## config.mk

```make
export PLATFORM = sky130hd
export DESIGN_NAME = tscCore
export DESIGN_NICKNAME = d
export VERILOG_FILES = /design/src/logic/tscPkg.sv /design/src/logic/tscCore.sv /design/src/logic/memWbStage.sv /design/src/logic/executeStage.sv /design/src/logic/aluUnit.sv /design/src/logic/decodeStage.sv /design/src/logic/regFile.sv /design/src/logic/controlUnit.sv
export SDC_FILE = /design/constraint.sdc
export NUM_CORES = 2
export LEC_CHECK = 0
export BUFFER_PORTS_ARGS = -buffer_cell sky130_fd_sc_hd__clkbuf_2
export CAP_MARGIN = 20
export CORE_MARGIN = 8
export CORE_UTILIZATION = 31
export CTS_CLUSTER_SIZE = 8
export DETAILED_ROUTE_END_ITERATION = 8
export SYNTH_ARGS = -nofsm -noshare
export SYNTH_HDL_FRONTEND = slang
export SYNTH_HIERARCHICAL = 1
export SYNTH_SLANG_ARGS = --single-unit
```

## constraint.sdc

```tcl
create_clock -name clk -period 6 [get_ports clk]
set_input_delay 1.2 -clock clk [delete_from_list [all_inputs] [get_ports clk]]
set_output_delay 1.2 -clock clk [all_outputs]
set_load 0.03 [all_outputs]
```

## src/logic/tscPkg.sv

```systemverilog
package tscPkg;

	localparam int wordSize = 16; // Data and address width
	localparam int regIdxW = 2; // Four architectural registers

	// Instruction bits 15..12
	typedef enum logic [3:0] {
		opBne = 4'd0,
		opBeq = 4'd1,
		opBgz = 4'd2,
		opBlz = 4'd3,
		opAdi = 4'd4,
		opOri = 4'd5,
		opLhi = 4'd6,
		opLwd = 4'd7,
		opSwd = 4'd8,
		opJmp = 4'd9,
		opJal = 4'd10,
		opRtype = 4'd15
	} opcodeE;

	// R-type function field, bits 5..0
	typedef enum logic [5:0] {
		fnAdd = 6'd0,
		fnSub = 6'd1,
		fnAnd = 6'd2,
		fnOrr = 6'd3,
		fnNot = 6'd4,
		fnTcp = 6'd5,
		fnShl = 6'd6,
		fnShr = 6'd7,
		fnJpr = 6'd25,
		fnJrl = 6'd26
	} funcE;

	typedef enum logic [3:0] {
		aluZero, // Pass zero
		aluAdd,
		aluSub,
		aluAnd,
		aluOr,
		aluNot,
		aluTcp, // Two's complement of opA
		aluShl,
		aluShr // Arithmetic
	} aluOpE;

	typedef enum logic [1:0] {
		immSext, // Sign-extended low byte
		immZext, // Zero-extended low byte
		immHigh // Byte in the upper half
	} immModeE;

endpackage
```

## src/logic/tscCore.sv

```systemverilog
`timescale 1ns/1ps

module tscCore #(
	parameter int memDepth = 64 // Data memory words
) (
	input logic clk,
	input logic rstN,
	input logic instrValid,
	input logic [tscPkg::wordSize-1:0] instruction,
	input logic [tscPkg::wordSize-1:0] pc,
	output logic wbValid,
	output logic [tscPkg::regIdxW-1:0] wbReg,
	output logic [tscPkg::wordSize-1:0] wbData,
	output logic redirectValid,
	output logic [tscPkg::wordSize-1:0] redirectPc
);

	// Decoder outputs
	tscPkg::aluOpE aluOp;
	tscPkg::immModeE immMode;
	logic useImm, regWrite, memRead, memWrite, isBranch, isJump, jumpFromReg, link;
	logic [tscPkg::regIdxW-1:0] wrIdx;
	logic [1:0] branchKind;

	// Register file read side
	logic [tscPkg::regIdxW-1:0] rsIdx, rtIdx;
	logic [tscPkg::wordSize-1:0] rsVal, rtVal;

	// Decode register
	tscPkg::aluOpE dAluOp;
	tscPkg::immModeE dImmMode;
	logic dValid, dUseImm, dRegWrite, dMemRead, dMemWrite;
	logic dIsBranch, dIsJump, dJumpFromReg, dLink;
	logic [tscPkg::regIdxW-1:0] dWrIdx, dRsIdx, dRtIdx;
	logic [1:0] dBranchKind;
	logic [tscPkg::wordSize-1:0] dRsVal, dRtVal, dPc;
	logic [7:0] dImm;
	logic [11:0] dJumpField;

	// Execute register
	logic eValid, eMemRead, eMemWrite, eRegWrite;
	logic [tscPkg::wordSize-1:0] eResult, eStoreData;
	logic [tscPkg::regIdxW-1:0] eWrIdx;

	controlUnit i_controlUnit (
		.instruction(instruction), .aluOp(aluOp), .useImm(useImm), .immMode(immMode),
		.regWrite(regWrite), .wrIdx(wrIdx), .memRead(memRead), .memWrite(memWrite),
		.isBranch(isBranch), .branchKind(branchKind), .isJump(isJump),
		.jumpFromReg(jumpFromReg), .link(link)
	);

	regFile i_regFile (
		.clk(clk), .rstN(rstN), .rdIdxA(rsIdx), .rdIdxB(rtIdx), .wrEn(wbValid),
		.wrIdx(wbReg), .wrData(wbData), .rdDataA(rsVal), .rdDataB(rtVal)
	);

	decodeStage i_decodeStage (
		.clk(clk), .rstN(rstN), .instrValid(instrValid), .instruction(instruction),
		.pc(pc), .rsVal(rsVal), .rtVal(rtVal), .aluOp(aluOp), .useImm(useImm),
		.immMode(immMode), .regWrite(regWrite), .wrIdx(wrIdx), .memRead(memRead),
		.memWrite(memWrite), .isBranch(isBranch), .branchKind(branchKind),
		.isJump(isJump), .jumpFromReg(jumpFromReg), .link(link), .rsIdx(rsIdx),
		.rtIdx(rtIdx), .dValid(dValid), .dAluOp(dAluOp), .dUseImm(dUseImm),
		.dImmMode(dImmMode), .dRegWrite(dRegWrite), .dWrIdx(dWrIdx),
		.dMemRead(dMemRead), .dMemWrite(dMemWrite), .dIsBranch(dIsBranch),
		.dBranchKind(dBranchKind), .dIsJump(dIsJump), .dJumpFromReg(dJumpFromReg),
		.dLink(dLink), .dRsIdx(dRsIdx), .dRtIdx(dRtIdx), .dRsVal(dRsVal),
		.dRtVal(dRtVal), .dImm(dImm), .dJumpField(dJumpField), .dPc(dPc)
	);

	executeStage i_executeStage (
		.clk(clk), .rstN(rstN), .dValid(dValid), .dAluOp(dAluOp), .dUseImm(dUseImm),
		.dImmMode(dImmMode), .dRegWrite(dRegWrite), .dWrIdx(dWrIdx),
		.dMemRead(dMemRead), .dMemWrite(dMemWrite), .dIsBranch(dIsBranch),
		.dBranchKind(dBranchKind), .dIsJump(dIsJump), .dJumpFromReg(dJumpFromReg),
		.dLink(dLink), .dRsIdx(dRsIdx), .dRtIdx(dRtIdx), .dRsVal(dRsVal),
		.dRtVal(dRtVal), .dImm(dImm), .dJumpField(dJumpField), .dPc(dPc),
		.wbValid(wbValid), .wbReg(wbReg), .wbData(wbData), .eValid(eValid),
		.eResult(eResult), .eStoreData(eStoreData), .eMemRead(eMemRead),
		.eMemWrite(eMemWrite), .eRegWrite(eRegWrite), .eWrIdx(eWrIdx),
		.redirectValid(redirectValid), .redirectPc(redirectPc)
	);

	memWbStage #(
		.memDepth(memDepth)
	) i_memWbStage (
		.clk(clk), .rstN(rstN), .eValid(eValid), .eResult(eResult),
		.eStoreData(eStoreData), .eMemRead(eMemRead), .eMemWrite(eMemWrite),
		.eRegWrite(eRegWrite), .eWrIdx(eWrIdx), .wbValid(wbValid), .wbReg(wbReg),
		.wbData(wbData)
	);

endmodule

```

## src/logic/memWbStage.sv

```systemverilog
`timescale 1ns/1ps

module memWbStage #(
	parameter int memDepth = 64
) (
	input logic clk,
	input logic rstN,
	input logic eValid,
	input logic [tscPkg::wordSize-1:0] eResult,
	input logic [tscPkg::wordSize-1:0] eStoreData,
	input logic eMemRead,
	input logic eMemWrite,
	input logic eRegWrite,
	input logic [tscPkg::regIdxW-1:0] eWrIdx,
	output logic wbValid,
	output logic [tscPkg::regIdxW-1:0] wbReg,
	output logic [tscPkg::wordSize-1:0] wbData
);

	localparam int addrW = $clog2(memDepth);

	logic [tscPkg::wordSize-1:0] mem [memDepth];
	logic [addrW-1:0] addr;
	logic [tscPkg::wordSize-1:0] loadData;

	assign addr = eResult[addrW-1:0]; // Upper address bits ignored
	assign loadData = mem[addr];

	// Memory starts out zeroed
	always_ff @(posedge clk or negedge rstN) begin
		if (!rstN) begin
			for (int i = 0; i < memDepth; i++) begin
				mem[i] <= '0;
			end
		end else if (eValid && eMemWrite) begin
			mem[addr] <= eStoreData;
		end
	end

	always_ff @(posedge clk or negedge rstN) begin
		if (!rstN) begin
			wbValid <= 1'b0;
		end else begin
			wbValid <= eValid && eRegWrite; // Retire strobe and RF write enable
		end
	end

	always_ff @(posedge clk) begin
		wbReg <= eWrIdx;
		wbData <= eMemRead ? loadData : eResult;
	end

endmodule

```

## src/logic/executeStage.sv

```systemverilog
`timescale 1ns/1ps

module executeStage (
	input logic clk,
	input logic rstN,
	input logic dValid,
	input tscPkg::aluOpE dAluOp,
	input logic dUseImm,
	input tscPkg::immModeE dImmMode,
	input logic dRegWrite,
	input logic [tscPkg::regIdxW-1:0] dWrIdx,
	input logic dMemRead,
	input logic dMemWrite,
	input logic dIsBranch,
	input logic [1:0] dBranchKind,
	input logic dIsJump,
	input logic dJumpFromReg,
	input logic dLink,
	input logic [tscPkg::regIdxW-1:0] dRsIdx,
	input logic [tscPkg::regIdxW-1:0] dRtIdx,
	input logic [tscPkg::wordSize-1:0] dRsVal,
	input logic [tscPkg::wordSize-1:0] dRtVal,
	input logic [7:0] dImm,
	input logic [11:0] dJumpField,
	input logic [tscPkg::wordSize-1:0] dPc,
	input logic wbValid,
	input logic [tscPkg::regIdxW-1:0] wbReg,
	input logic [tscPkg::wordSize-1:0] wbData,
	output logic eValid,
	output logic [tscPkg::wordSize-1:0] eResult,
	output logic [tscPkg::wordSize-1:0] eStoreData,
	output logic eMemRead,
	output logic eMemWrite,
	output logic eRegWrite,
	output logic [tscPkg::regIdxW-1:0] eWrIdx,
	output logic redirectValid,
	output logic [tscPkg::wordSize-1:0] redirectPc
);

	localparam int w = tscPkg::wordSize;
	localparam logic [w-1:0] one = {{(w-1){1'b0}}, 1'b1};

	logic [w-1:0] fwdA;
	logic [w-1:0] fwdB;
	logic [w-1:0] immOperand;
	logic [w-1:0] opB;
	logic [w-1:0] aluResult;
	logic [w-1:0] pcNext;
	logic [w-1:0] result;
	logic [w-1:0] target;
	logic taken;

	// Nearest older writer wins
	function automatic logic [w-1:0] forward(input logic [tscPkg::regIdxW-1:0] idx,
			input logic [w-1:0] regVal);
		if (eValid && eRegWrite && eWrIdx == idx) begin
			return eResult; // One ahead
		end else if (wbValid && wbReg == idx) begin
			return wbData; // Two ahead
		end
		return regVal;
	endfunction

	always_comb begin
		fwdA = forward(dRsIdx, dRsVal);
		fwdB = forward(dRtIdx, dRtVal);
	end

	always_comb begin
		case (dImmMode)
			tscPkg::immZext: immOperand = {{(w-8){1'b0}}, dImm};
			tscPkg::immHigh: immOperand = {dImm, {(w-8){1'b0}}};
			default: immOperand = {{(w-8){dImm[7]}}, dImm};
		endcase
	end

	assign opB = dUseImm ? immOperand : fwdB;
	assign pcNext = dPc + one;

	aluUnit i_aluUnit (
		.aluOp(dAluOp),
		.opA(fwdA),
		.opB(opB),
		.result(aluResult)
	);

	always_comb begin
		if (dLink) begin
			result = pcNext; // Return address for JAL/JRL
		end else if (dUseImm && dImmMode == tscPkg::immHigh) begin
			result = immOperand; // LHI
		end else begin
			result = aluResult;
		end
	end

	always_comb begin
		case (dBranchKind)
			2'd0: taken = fwdA != fwdB; // BNE
			2'd1: taken = fwdA == fwdB; // BEQ
			2'd2: taken = !fwdA[w-1] && fwdA != '0; // BGZ
			default: taken = fwdA[w-1]; // BLZ
		endcase
	end

	always_comb begin
		if (dIsBranch) begin
			target = pcNext + {{(w-8){dImm[7]}}, dImm};
		end else if (dJumpFromReg) begin
			target = fwdA;
		end else begin
			target = {dPc[w-1:12], dJumpField};
		end
	end

	always_ff @(posedge clk or negedge rstN) begin
		if (!rstN) begin
			eValid <= 1'b0;
			eMemRead <= 1'b0;
			eMemWrite <= 1'b0;
			eRegWrite <= 1'b0;
			redirectValid <= 1'b0;
		end else begin
			eValid <= dValid;
			eMemRead <= dValid && dMemRead;
			eMemWrite <= dValid && dMemWrite;
			eRegWrite <= dValid && dRegWrite;
			redirectValid <= dValid && (dIsJump || (dIsBranch && taken));
		end
	end

	always_ff @(posedge clk) begin
		eResult <= result;
		eStoreData <= fwdB; // rt for SWD
		eWrIdx <= dWrIdx;
		redirectPc <= target;
	end

endmodule

```

## src/logic/aluUnit.sv

```systemverilog
`timescale 1ns/1ps

module aluUnit (
	input tscPkg::aluOpE aluOp,
	input logic [tscPkg::wordSize-1:0] opA,
	input logic [tscPkg::wordSize-1:0] opB,
	output logic [tscPkg::wordSize-1:0] result
);

	localparam int w = tscPkg::wordSize;

	always_comb begin
		case (aluOp)
			tscPkg::aluAdd: result = opA + opB;
			tscPkg::aluSub: result = opA - opB;
			tscPkg::aluAnd: result = opA & opB;
			tscPkg::aluOr: result = opA | opB;
			tscPkg::aluNot: result = ~opA;
			tscPkg::aluTcp: result = -opA; // Negate rs
			tscPkg::aluShl: result = {opA[w-2:0], 1'b0};
			tscPkg::aluShr: result = {opA[w-1], opA[w-1:1]}; // Keeps the sign
			default: result = '0; // aluZero
		endcase
	end

endmodule

```

## src/logic/decodeStage.sv

```systemverilog
`timescale 1ns/1ps

module decodeStage (
	input logic clk,
	input logic rstN,
	input logic instrValid,
	input logic [tscPkg::wordSize-1:0] instruction,
	input logic [tscPkg::wordSize-1:0] pc,
	input logic [tscPkg::wordSize-1:0] rsVal,
	input logic [tscPkg::wordSize-1:0] rtVal,
	input tscPkg::aluOpE aluOp,
	input logic useImm,
	input tscPkg::immModeE immMode,
	input logic regWrite,
	input logic [tscPkg::regIdxW-1:0] wrIdx,
	input logic memRead,
	input logic memWrite,
	input logic isBranch,
	input logic [1:0] branchKind,
	input logic isJump,
	input logic jumpFromReg,
	input logic link,
	output logic [tscPkg::regIdxW-1:0] rsIdx,
	output logic [tscPkg::regIdxW-1:0] rtIdx,
	output logic dValid,
	output tscPkg::aluOpE dAluOp,
	output logic dUseImm,
	output tscPkg::immModeE dImmMode,
	output logic dRegWrite,
	output logic [tscPkg::regIdxW-1:0] dWrIdx,
	output logic dMemRead,
	output logic dMemWrite,
	output logic dIsBranch,
	output logic [1:0] dBranchKind,
	output logic dIsJump,
	output logic dJumpFromReg,
	output logic dLink,
	output logic [tscPkg::regIdxW-1:0] dRsIdx,
	output logic [tscPkg::regIdxW-1:0] dRtIdx,
	output logic [tscPkg::wordSize-1:0] dRsVal,
	output logic [tscPkg::wordSize-1:0] dRtVal,
	output logic [7:0] dImm,
	output logic [11:0] dJumpField,
	output logic [tscPkg::wordSize-1:0] dPc
);

	assign rsIdx = instruction[11:10]; // To regFile read ports
	assign rtIdx = instruction[9:8];

	always_ff @(posedge clk or negedge rstN) begin
		if (!rstN) begin
			dValid <= 1'b0;
		end else begin
			dValid <= instrValid; // Bubble when no strobe
		end
	end

	always_ff @(posedge clk) begin
		if (instrValid) begin
			dAluOp <= aluOp;
			dUseImm <= useImm;
			dImmMode <= immMode;
			dRegWrite <= regWrite;
			dWrIdx <= wrIdx;
			dMemRead <= memRead;
			dMemWrite <= memWrite;
			dIsBranch <= isBranch;
			dBranchKind <= branchKind;
			dIsJump <= isJump;
			dJumpFromReg <= jumpFromReg;
			dLink <= link;
			dRsIdx <= rsIdx;
			dRtIdx <= rtIdx;
			dRsVal <= rsVal;
			dRtVal <= rtVal;
			dImm <= instruction[7:0];
			dJumpField <= instruction[11:0]; // Low twelve bits for JMP/JAL
			dPc <= pc;
		end
	end

endmodule

```

## src/logic/regFile.sv

```systemverilog
`timescale 1ns/1ps

module regFile (
	input logic clk,
	input logic rstN,
	input logic [tscPkg::regIdxW-1:0] rdIdxA,
	input logic [tscPkg::regIdxW-1:0] rdIdxB,
	input logic wrEn,
	input logic [tscPkg::regIdxW-1:0] wrIdx,
	input logic [tscPkg::wordSize-1:0] wrData,
	output logic [tscPkg::wordSize-1:0] rdDataA,
	output logic [tscPkg::wordSize-1:0] rdDataB
);

	localparam int numRegs = 1 << tscPkg::regIdxW;

	logic [tscPkg::wordSize-1:0] regs [numRegs];

	always_ff @(posedge clk or negedge rstN) begin
		if (!rstN) begin
			for (int i = 0; i < numRegs; i++) begin
				regs[i] <= '0;
			end
		end else if (wrEn) begin
			regs[wrIdx] <= wrData;
		end
	end

	// Write-through covers a writer three instructions ahead
	assign rdDataA = (wrEn && wrIdx == rdIdxA) ? wrData : regs[rdIdxA];
	assign rdDataB = (wrEn && wrIdx == rdIdxB) ? wrData : regs[rdIdxB];

endmodule

```

## src/logic/controlUnit.sv

```systemverilog
`timescale 1ns/1ps

module controlUnit (
	input logic [tscPkg::wordSize-1:0] instruction,
	output tscPkg::aluOpE aluOp,
	output logic useImm,
	output tscPkg::immModeE immMode,
	output logic regWrite,
	output logic [tscPkg::regIdxW-1:0] wrIdx,
	output logic memRead,
	output logic memWrite,
	output logic isBranch,
	output logic [1:0] branchKind,
	output logic isJump,
	output logic jumpFromReg,
	output logic link
);

	localparam logic [tscPkg::regIdxW-1:0] linkReg = 2; // JAL and JRL write $2

	tscPkg::opcodeE opcode;
	tscPkg::funcE func;
	logic [tscPkg::regIdxW-1:0] rtField;
	logic [tscPkg::regIdxW-1:0] rdField;

	assign opcode = tscPkg::opcodeE'(instruction[15:12]);
	assign func = tscPkg::funcE'(instruction[5:0]);
	assign rtField = instruction[9:8];
	assign rdField = instruction[7:6];
	assign branchKind = instruction[13:12]; // Selects BNE/BEQ/BGZ/BLZ

	always_comb begin
		aluOp = tscPkg::aluZero; // Everything idle unless decoded below
		useImm = 1'b0;
		immMode = tscPkg::immSext;
		regWrite = 1'b0;
		wrIdx = rtField;
		memRead = 1'b0;
		memWrite = 1'b0;
		isBranch = 1'b0;
		isJump = 1'b0;
		jumpFromReg = 1'b0;
		link = 1'b0;
		case (opcode)
			tscPkg::opRtype: begin
				case (func)
					tscPkg::fnAdd: aluOp = tscPkg::aluAdd;
					tscPkg::fnSub: aluOp = tscPkg::aluSub;
					tscPkg::fnAnd: aluOp = tscPkg::aluAnd;
					tscPkg::fnOrr: aluOp = tscPkg::aluOr;
					tscPkg::fnNot: aluOp = tscPkg::aluNot;
					tscPkg::fnTcp: aluOp = tscPkg::aluTcp;
					tscPkg::fnShl: aluOp = tscPkg::aluShl;
					tscPkg::fnShr: aluOp = tscPkg::aluShr;
					tscPkg::fnJpr: begin
						isJump = 1'b1;
						jumpFromReg = 1'b1;
					end
					tscPkg::fnJrl: begin
						isJump = 1'b1;
						jumpFromReg = 1'b1;
						link = 1'b1;
						regWrite = 1'b1;
						wrIdx = linkReg;
					end
					default: ; // Unknown function retires nothing
				endcase
				if (aluOp != tscPkg::aluZero) begin
					// Only arithmetic functions pick a non-zero op
					regWrite = 1'b1;
					wrIdx = rdField;
				end
			end
			tscPkg::opAdi: begin
				aluOp = tscPkg::aluAdd;
				useImm = 1'b1;
				regWrite = 1'b1;
			end
			tscPkg::opOri: begin
				aluOp = tscPkg::aluOr;
				useImm = 1'b1;
				immMode = tscPkg::immZext;
				regWrite = 1'b1;
			end
			tscPkg::opLhi: begin
				useImm = 1'b1; // Result is the shifted immediate itself
				immMode = tscPkg::immHigh;
				regWrite = 1'b1;
			end
			tscPkg::opLwd: begin
				aluOp = tscPkg::aluAdd; // Address is rs + sext imm
				useImm = 1'b1;
				regWrite = 1'b1;
				memRead = 1'b1;
			end
			tscPkg::opSwd: begin
				aluOp = tscPkg::aluAdd;
				useImm = 1'b1;
				memWrite = 1'b1;
			end
			tscPkg::opBne, tscPkg::opBeq, tscPkg::opBgz, tscPkg::opBlz: isBranch = 1'b1;
			tscPkg::opJmp: isJump = 1'b1;
			tscPkg::opJal: begin
				isJump = 1'b1;
				link = 1'b1;
				regWrite = 1'b1;
				wrIdx = linkReg;
			end
			default: ; // Unknown opcode
		endcase
	end

endmodule

```

### Word-level counts from Yosys, hierarchy flattened

Index checks and enable logic that the tools add are counted.

| word-level totals | value |
|---|---|
| bits in registers | 1253 |
| input bits | 35 |
| output and inout bits | 36 |
| logic and storage cells | 241 |

| operators by class | value |
|---|---|
| add/sub/neg operators | 5 |
| order comparisons | 6 |
| eq/ne operators | 40 |
| mux-type cells | 53 |
| bitwise operators | 7 |
| reduce and logical (&&, ||, !) cells | 30 |

Operators by type and width:

| cell | number |
|---|---|
| $bwmux 1024 | 1 |
| $mux 16 | 22 |
| $pmux 16 s8 | 1 |
| $bmux 16 s6 | 1 |
| $demux 16 s6 | 1 |
| $bmux 16 s2 | 2 |
| $bwmux 64 | 1 |
| $add 16x16->16 | 2 |
| $demux 16 s2 | 1 |
| $eq 4x3->1 const B | 8 |
| $pmux 16 s2 | 1 |
| $pmux 4 s8 | 1 |
| $eq 6x3->1 const B | 4 |
| $eq 4x4->1 const B | 5 |
| $logic_and 1x1->1 | 17 |
| $add 16x1->16 const B | 1 |
| $and 16x16->16 | 1 |
| $eq 16x16->1 | 1 |
| $eq 4x2->1 const B | 4 |
| $ne 16x16->1 | 1 |
| $neg 16->16 | 1 |
| $not 16->16 | 1 |
| $or 16x16->16 | 1 |
| $reduce_bool 16->1 | 1 |
| other kinds (31) | 61 |

### Logic depth before layout (Yosys ltp)

| depth | value |
|---|---|
| depth in word-level cells | 11 |
| gate-level depth with buffers | 24 |

### Cells and area by module

The synthesis kept the hierarchy.

Modules (own cells, without submodules):

| module | instances | cells an instance | area each (um^2) | seq. area each (um^2) |
|---|---|---|---|---|
| memWbStage | 1 | 3404 | 48012.3 | 26009.9 |
| executeStage | 1 | 573 | 4478.0 | 1126.1 |
| regFile | 1 | 219 | 3772.4 | 1601.5 |
| decodeStage | 1 | 95 | 2487.4 | 2367.3 |
| aluUnit | 1 | 342 | 2260.9 | 0.0 |
| controlUnit | 1 | 50 | 326.6 | 0.0 |

### Worst setup path before layout

No wires, ideal clock.

| path | value |
|---|---|
| path type | register to register |
| start | reg i_memWbStage.wbValid |
| end | reg i_executeStage/eResult[15] (netlist bit) |
| library setup time | 132 ps |
| arrival time | 4400 ps |
| required time | 5868 ps |
| slack | 1467 ps |
| stages on the path, launching flop included | 24 |
| clock period less this slack | 4533 ps |
| path through | dfrtp_1 inv_1 clkbuf_1 clkbuf_1 o31ai_1 a31oi_1 nand2_1 o21ai_0 clkbuf_1 nor4_4 nand2_1 nor3_1 a21oi_1 xnor2_1 ha_1 clkbuf_1 a21oi_1 o21a_1 o21ai_0 a311oi_1 a221oi_1 nand3_1 a211oi_1 a21oi_1 |

| on the way | value |
|---|---|
| longest elaborated chain between the ends | 9 |
| elaborated cells on any way between the ends | 18 |

RTL lines:

| element | RTL line | text |
|---|---|---|
| from (decl) | memWbStage.sv:15 | `output logic wbValid,` |
| from (signal assigned) | memWbStage.sv:44 | `wbValid <= eValid && eRegWrite;` |
| $logic_and 1x1->1 * | executeStage.sv:58 | `end else if (wbValid && wbReg == idx) begin` |
| $mux 1 * | executeStage.sv:58 |  |
| $mux 1 * | executeStage.sv:56 | `if (eValid && eRegWrite && eWrIdx == idx) begin` |
| $mux 16 * | executeStage.sv:61 | `return regVal;` |
| net i_executeStage.fwdB[2] | executeStage.sv:44 | `logic [w-1:0] fwdB;` |
| $mux 16 * | executeStage.sv:77 | `assign opB = dUseImm ? immOperand : fwdB;` |
| net i_executeStage.opB[2] | executeStage.sv:46 | `logic [w-1:0] opB;` |
| $sub 16x16->16 / $add 16x16->16 (equally long branches) | aluUnit.sv:15, aluUnit.sv:14 |  |
| $pmux 16 s8 * | aluUnit.sv:13 | `case (aluOp)` |
| net i_executeStage.aluResult[15] | executeStage.sv:47 | `logic [w-1:0] aluResult;` |
| $mux 16 * | executeStage.sv:90 | `end else if (dUseImm && dImmMode == tscPkg::immHigh) begin` |
| $mux 16 * | executeStage.sv:88 | `if (dLink) begin` |
| net i_executeStage.result[15] | executeStage.sv:49 | `logic [w-1:0] result;` |
| to (signal assigned) | executeStage.sv:133 | `eResult <= result;` |
| to (decl) | executeStage.sv:30 | `output logic [tscPkg::wordSize-1:0] eResult,` |

The timed path passes the listed nets; every way through them passes the cells marked *.
A chain may end at the register's enable or synchronous reset.

### Worst setup path in the final report

| path | value |
|---|---|
| start | reg i_memWbStage/wbReg[0] (netlist bit) |
| end | reg i_executeStage/eResult[12] (netlist bit) |

| on the way | value |
|---|---|
| longest elaborated chain between the ends | 10 |
| elaborated cells on any way between the ends | 20 |

RTL lines:

| element | RTL line | text |
|---|---|---|
| from (decl) | memWbStage.sv:16 | `output logic [tscPkg::regIdxW-1:0] wbReg,` |
| from (signal assigned) | memWbStage.sv:49 | `wbReg <= eWrIdx;` |
| $eq 2x2->1 * | executeStage.sv:58 |  |
| $logic_and 1x1->1 * | executeStage.sv:58 |  |
| $mux 1 * | executeStage.sv:58 |  |
| $mux 1 * | executeStage.sv:56 |  |
| $mux 16 * | executeStage.sv:61 |  |
| net i_executeStage.fwdB[0] | executeStage.sv:44 |  |
| $mux 16 * | executeStage.sv:77 |  |
| net i_executeStage.opB[0] | executeStage.sv:46 |  |
| $sub 16x16->16 / $add 16x16->16 (equally long branches) | aluUnit.sv:15, aluUnit.sv:14 |  |
| $pmux 16 s8 * | aluUnit.sv:13 |  |
| net i_executeStage.aluResult[12] | executeStage.sv:47 |  |
| $mux 16 * | executeStage.sv:90 |  |
| $mux 16 * | executeStage.sv:88 |  |
| net i_executeStage.result[12] | executeStage.sv:49 |  |

Marks and branches as above.

==> run_results.csv <==
group,metric,value,unit
route,viasPerCell,5.65,
logic_synthesis,synth_commonest_cells,"1170 x mux2_2, 1095 x dfrtp_1, 179 x clkbuf_1",
floorplanning,io_pins,71,
timing,max_freq,182,MHz
power_and_ir_drop,leakage,30.6,nW
global_routing,antenna_found_initial,4,
global_routing,grt_max_degree,158,
floorplanning,rows,163,
logic_synthesis,syn-cell-area,61300,sq um
logic_synthesis,ys_ff_latch,1241,
logic_synthesis,synth_ff_type,"dfrtp_1",
route,routedWlPerCell,27.5,um
power_and_ir_drop,power,25.4,mW
hold_path,hp-class,"register to register",
route,ant_nets,0,
worst_setup_path,cp_slowest_stage_delay,770,ps
worst_setup_path,cp_slowest_cell,"dfxtp_1",
timing,rsz0062_at_grt,"false",
global_routing,grt_pass1_vias,42400,
floorplanning,die_width,461,um
timing,setup_viol,0,
cells_and_area,area_growth,12.7,%
flow_run,drv_cap,0,
placement,io_buffers,70,
timing,fin_skew,43.2,ps
worst_setup_path,r2r_setup_slack,520,ps
worst_setup_path,cp-end-kind,"register",
placement,place.gp.congestion,0.920,
cells_and_area,fin_nets,4741,
clock_tree,clock_path_buffers,3,
worst_setup_path,cp.required,6670,ps
power_and_ir_drop,irDropWorstVdd,0.000279,V
timing,setup_slack,515,ps
logic_synthesis,synth_area_leader_cell,"dfrtp_1",
route,wl,203000,um
clock_tree,cts_hold_repair.buffers,0,
route,dr.pass1.iters,7,
clock_tree,cts_buffers,173,
global_routing,grt.total_usage,18.6,%
clock_tree,htreeDepth,4,
global_routing,grt_pass1_wl,299000,um
worst_setup_path,path_cells,"xor2_2 -> o31ai_1 -> a31oi_1 -> nand2_1 -> o21ai_0 -> inv_1 -> ha_1 -> nor2_1 -> xnor2_1 -> ha_1 -> a211oi_1 -> o21ai_1 -> a2111oi_0 -> o21bai_1 -> mux2i_1 -> a221o_1 -> a21oi_1 -> o21ai_0",
logic_synthesis,postSynth.asyncResetShare,88.2,%
floorplanning,die-area,212000,sq um
timing,drv_slew,0,
worst_setup_path,worst-setup-path-type,"register to register",
cells_and_area,drive_gt1_share,39.5,%
placement,dp_hpwl,128000,um
floorplanning,initial_core_util,31.1,%
clock_tree,clock_sinks,1241,
logic_synthesis,yosysMostFrequentCell,"mux2_2",
power_and_ir_drop,power_density,368,nW/um^2
logic_synthesis,yosys_warnings,6,
logic_synthesis,avgSynthCellArea,13.1,sq um
global_routing,gr-total-overflow,0,
worst_setup_path,start_kind,"register",
timing,fin_setup_tns,0,ps
route,drtIter0Drc,4171,
worst_setup_path,crit_arrival,6150,ps
clock_tree,clk_latency,820,ps
logic_synthesis,syn-num-nets,4757,
timing,slew_headroom,23.9,%
timing,worstMarginPinSlew,1140,ps
logic_synthesis,synth_edf_count,78,
floorplanning,die_h,461,um
route,drc,0,
worst_setup_path,cp_max_fo,16,
clock_tree,clkSlewWorstSetupHoldPaths,60,ps
timing,finalCritPeriodShare,91.4,%
placement,pre_cts_slack,632,ps
clock_tree,cts_tree,"yes",
logic_synthesis,syn-instance-count,4683,
logic_synthesis,synth.top_cell.area_share,44.7,%
logic_synthesis,synth.distinct_cells,109,
clock_tree,cts_root_buf,"clkbuf_16",
logic_synthesis,yosysSeqAreaShare,50.7,%
route,vias,41600,
outcome,outcome,"complete, no violations",
floorplanning,fp.coreArea,197000,sq um
timing,final_hold_viol_count,0,
clock_tree,post_cts_buffers,0,
clock_tree,cts_resized,0,
timing,fin_crit,5480,ps
logic_synthesis,ys_top_cells_by_area,"dfrtp_1 45%, mux2_2 21%, edfxtp_1 3.8%",
-- layer usage --
layer	GRT usage, %	up-vias	wire (um)
li1	-	17500	-
met1	25.8	21900	88600
met2	27.7	1732	89100
met3	4.73	400	17100
met4	7.70	2	8050
met5	0	-	12
-- report_power, final --
part / internal [mW] / leakage (nW) / switching, mW
Sequential: 9.57 / 16.4 / 0.795
Combinational: 2.23 / 11.9 / 3.81
Clock: 5.31 / 2.34 / 3.68
-- placed cells by master, fill, tap and decap left out, types with 41 or more instances in the layout --
cell type,netlist,layout
o31ai_1,42,42
xnor2_1,56,56
dfrtp_1,1095,1095
nand4_1,47,47
nor2_4,51,54
a221oi_1,129,129
nor4_1,44,44
mux2_2,1170,1170
dfxtp_1,68,49
a21oi_1,114,114
buf_4,80,158
o21ai_0,129,129
clkbuf_16,0,178
a22oi_1,86,86
nor2_1,103,101
nand3_1,41,41
clkbuf_2,1,68
mux4_2,75,75
a31oi_1,46,46
nand2_1,143,143
edfxtp_1,78,78
mux2i_1,142,142
o22ai_1,47,47
-- final cells by class --
type | instances | area (sq um)
multi-input combinational | 2988 | 27900
antenna | 6 | 15.0
clock inverter | 11 | 235
fill | 19200 | 128000
inverter | 23 | 86.3
sequential | 1241 | 31100
tap | 2640 | 3300
clock buffer | 214 | 4600
timing repair buffer | 240 | 1800
-- worst paths after layout --
check                                             startpoint  cells after the start                            endpoint
setup reg to reg               i_memWbStage/wbReg[0]$_DFF_P_                     18  i_executeStage/eResult[12]$_DFF_P_
max in group asynchronous                               rstN                      2   i_memWbStage/mem[761]$_DFFE_PN0P_
hold reg to reg            i_decodeStage/dWrIdx[1]$_DFFE_PP_                      0    i_executeStage/eWrIdx[1]$_DFF_P_
setup / recovery               i_memWbStage/wbReg[0]$_DFF_P_                     18  i_executeStage/eResult[12]$_DFF_P_
hold / removal             i_decodeStage/dWrIdx[1]$_DFFE_PP_                      0    i_executeStage/eWrIdx[1]$_DFF_P_
min in group asynchronous                               rstN                      1     i_memWbStage/mem[7]$_DFFE_PN0P_
-- state kept, by name, summed over array words and instances, names as in the netlist, 4 cells and up --
signal                     cells
i_decodeStage/dImm             7
i_memWbStage/mem            1024
i_decodeStage/dAluOp           4
i_decodeStage/dRsVal          16
i_decodeStage/dRtVal          16
i_regFile/regs                64
i_memWbStage/wbData           16
i_executeStage/eResult        16
i_executeStage/eStoreData     16
i_decodeStage/dPc             16
i_executeStage/redirectPc     16
-- kinds of logic after synthesis --
family                     synth area share, %
DFF                                       50.7
AOI/OAI and AO/OA                         9.59
buffers and inverters                     3.89
and+or+nand+nor                           5.80
xor gates and xnor gates                  1.22
muxes                                     28.0
adders and majority gates                0.820
-- worst max-delay path: cells and delay by family (launching register included) --
family                     cells  cell delay [ps]
and+or+nand+nor                2              260
xor gates and xnor gates       2              770
muxes                          1              180
buffers and inverters          1              130
DFF                            1              770
adders and majority gates      2              610
AOI/OAI and AO/OA             10             2590
-- stage by stage --
stage	hold slack, ps	utilization, %	cells	instance area, sq um
global placement	406	32.6	7130	64200
finish	394	35.1	7363	69100
global route	414	35.1	7357	69100
CTS	410	35.1	7357	69100
floorplan	323	-	4683	61300
detailed placement	410	32.6	7132	64300
(Power assumes the default switching activity.)
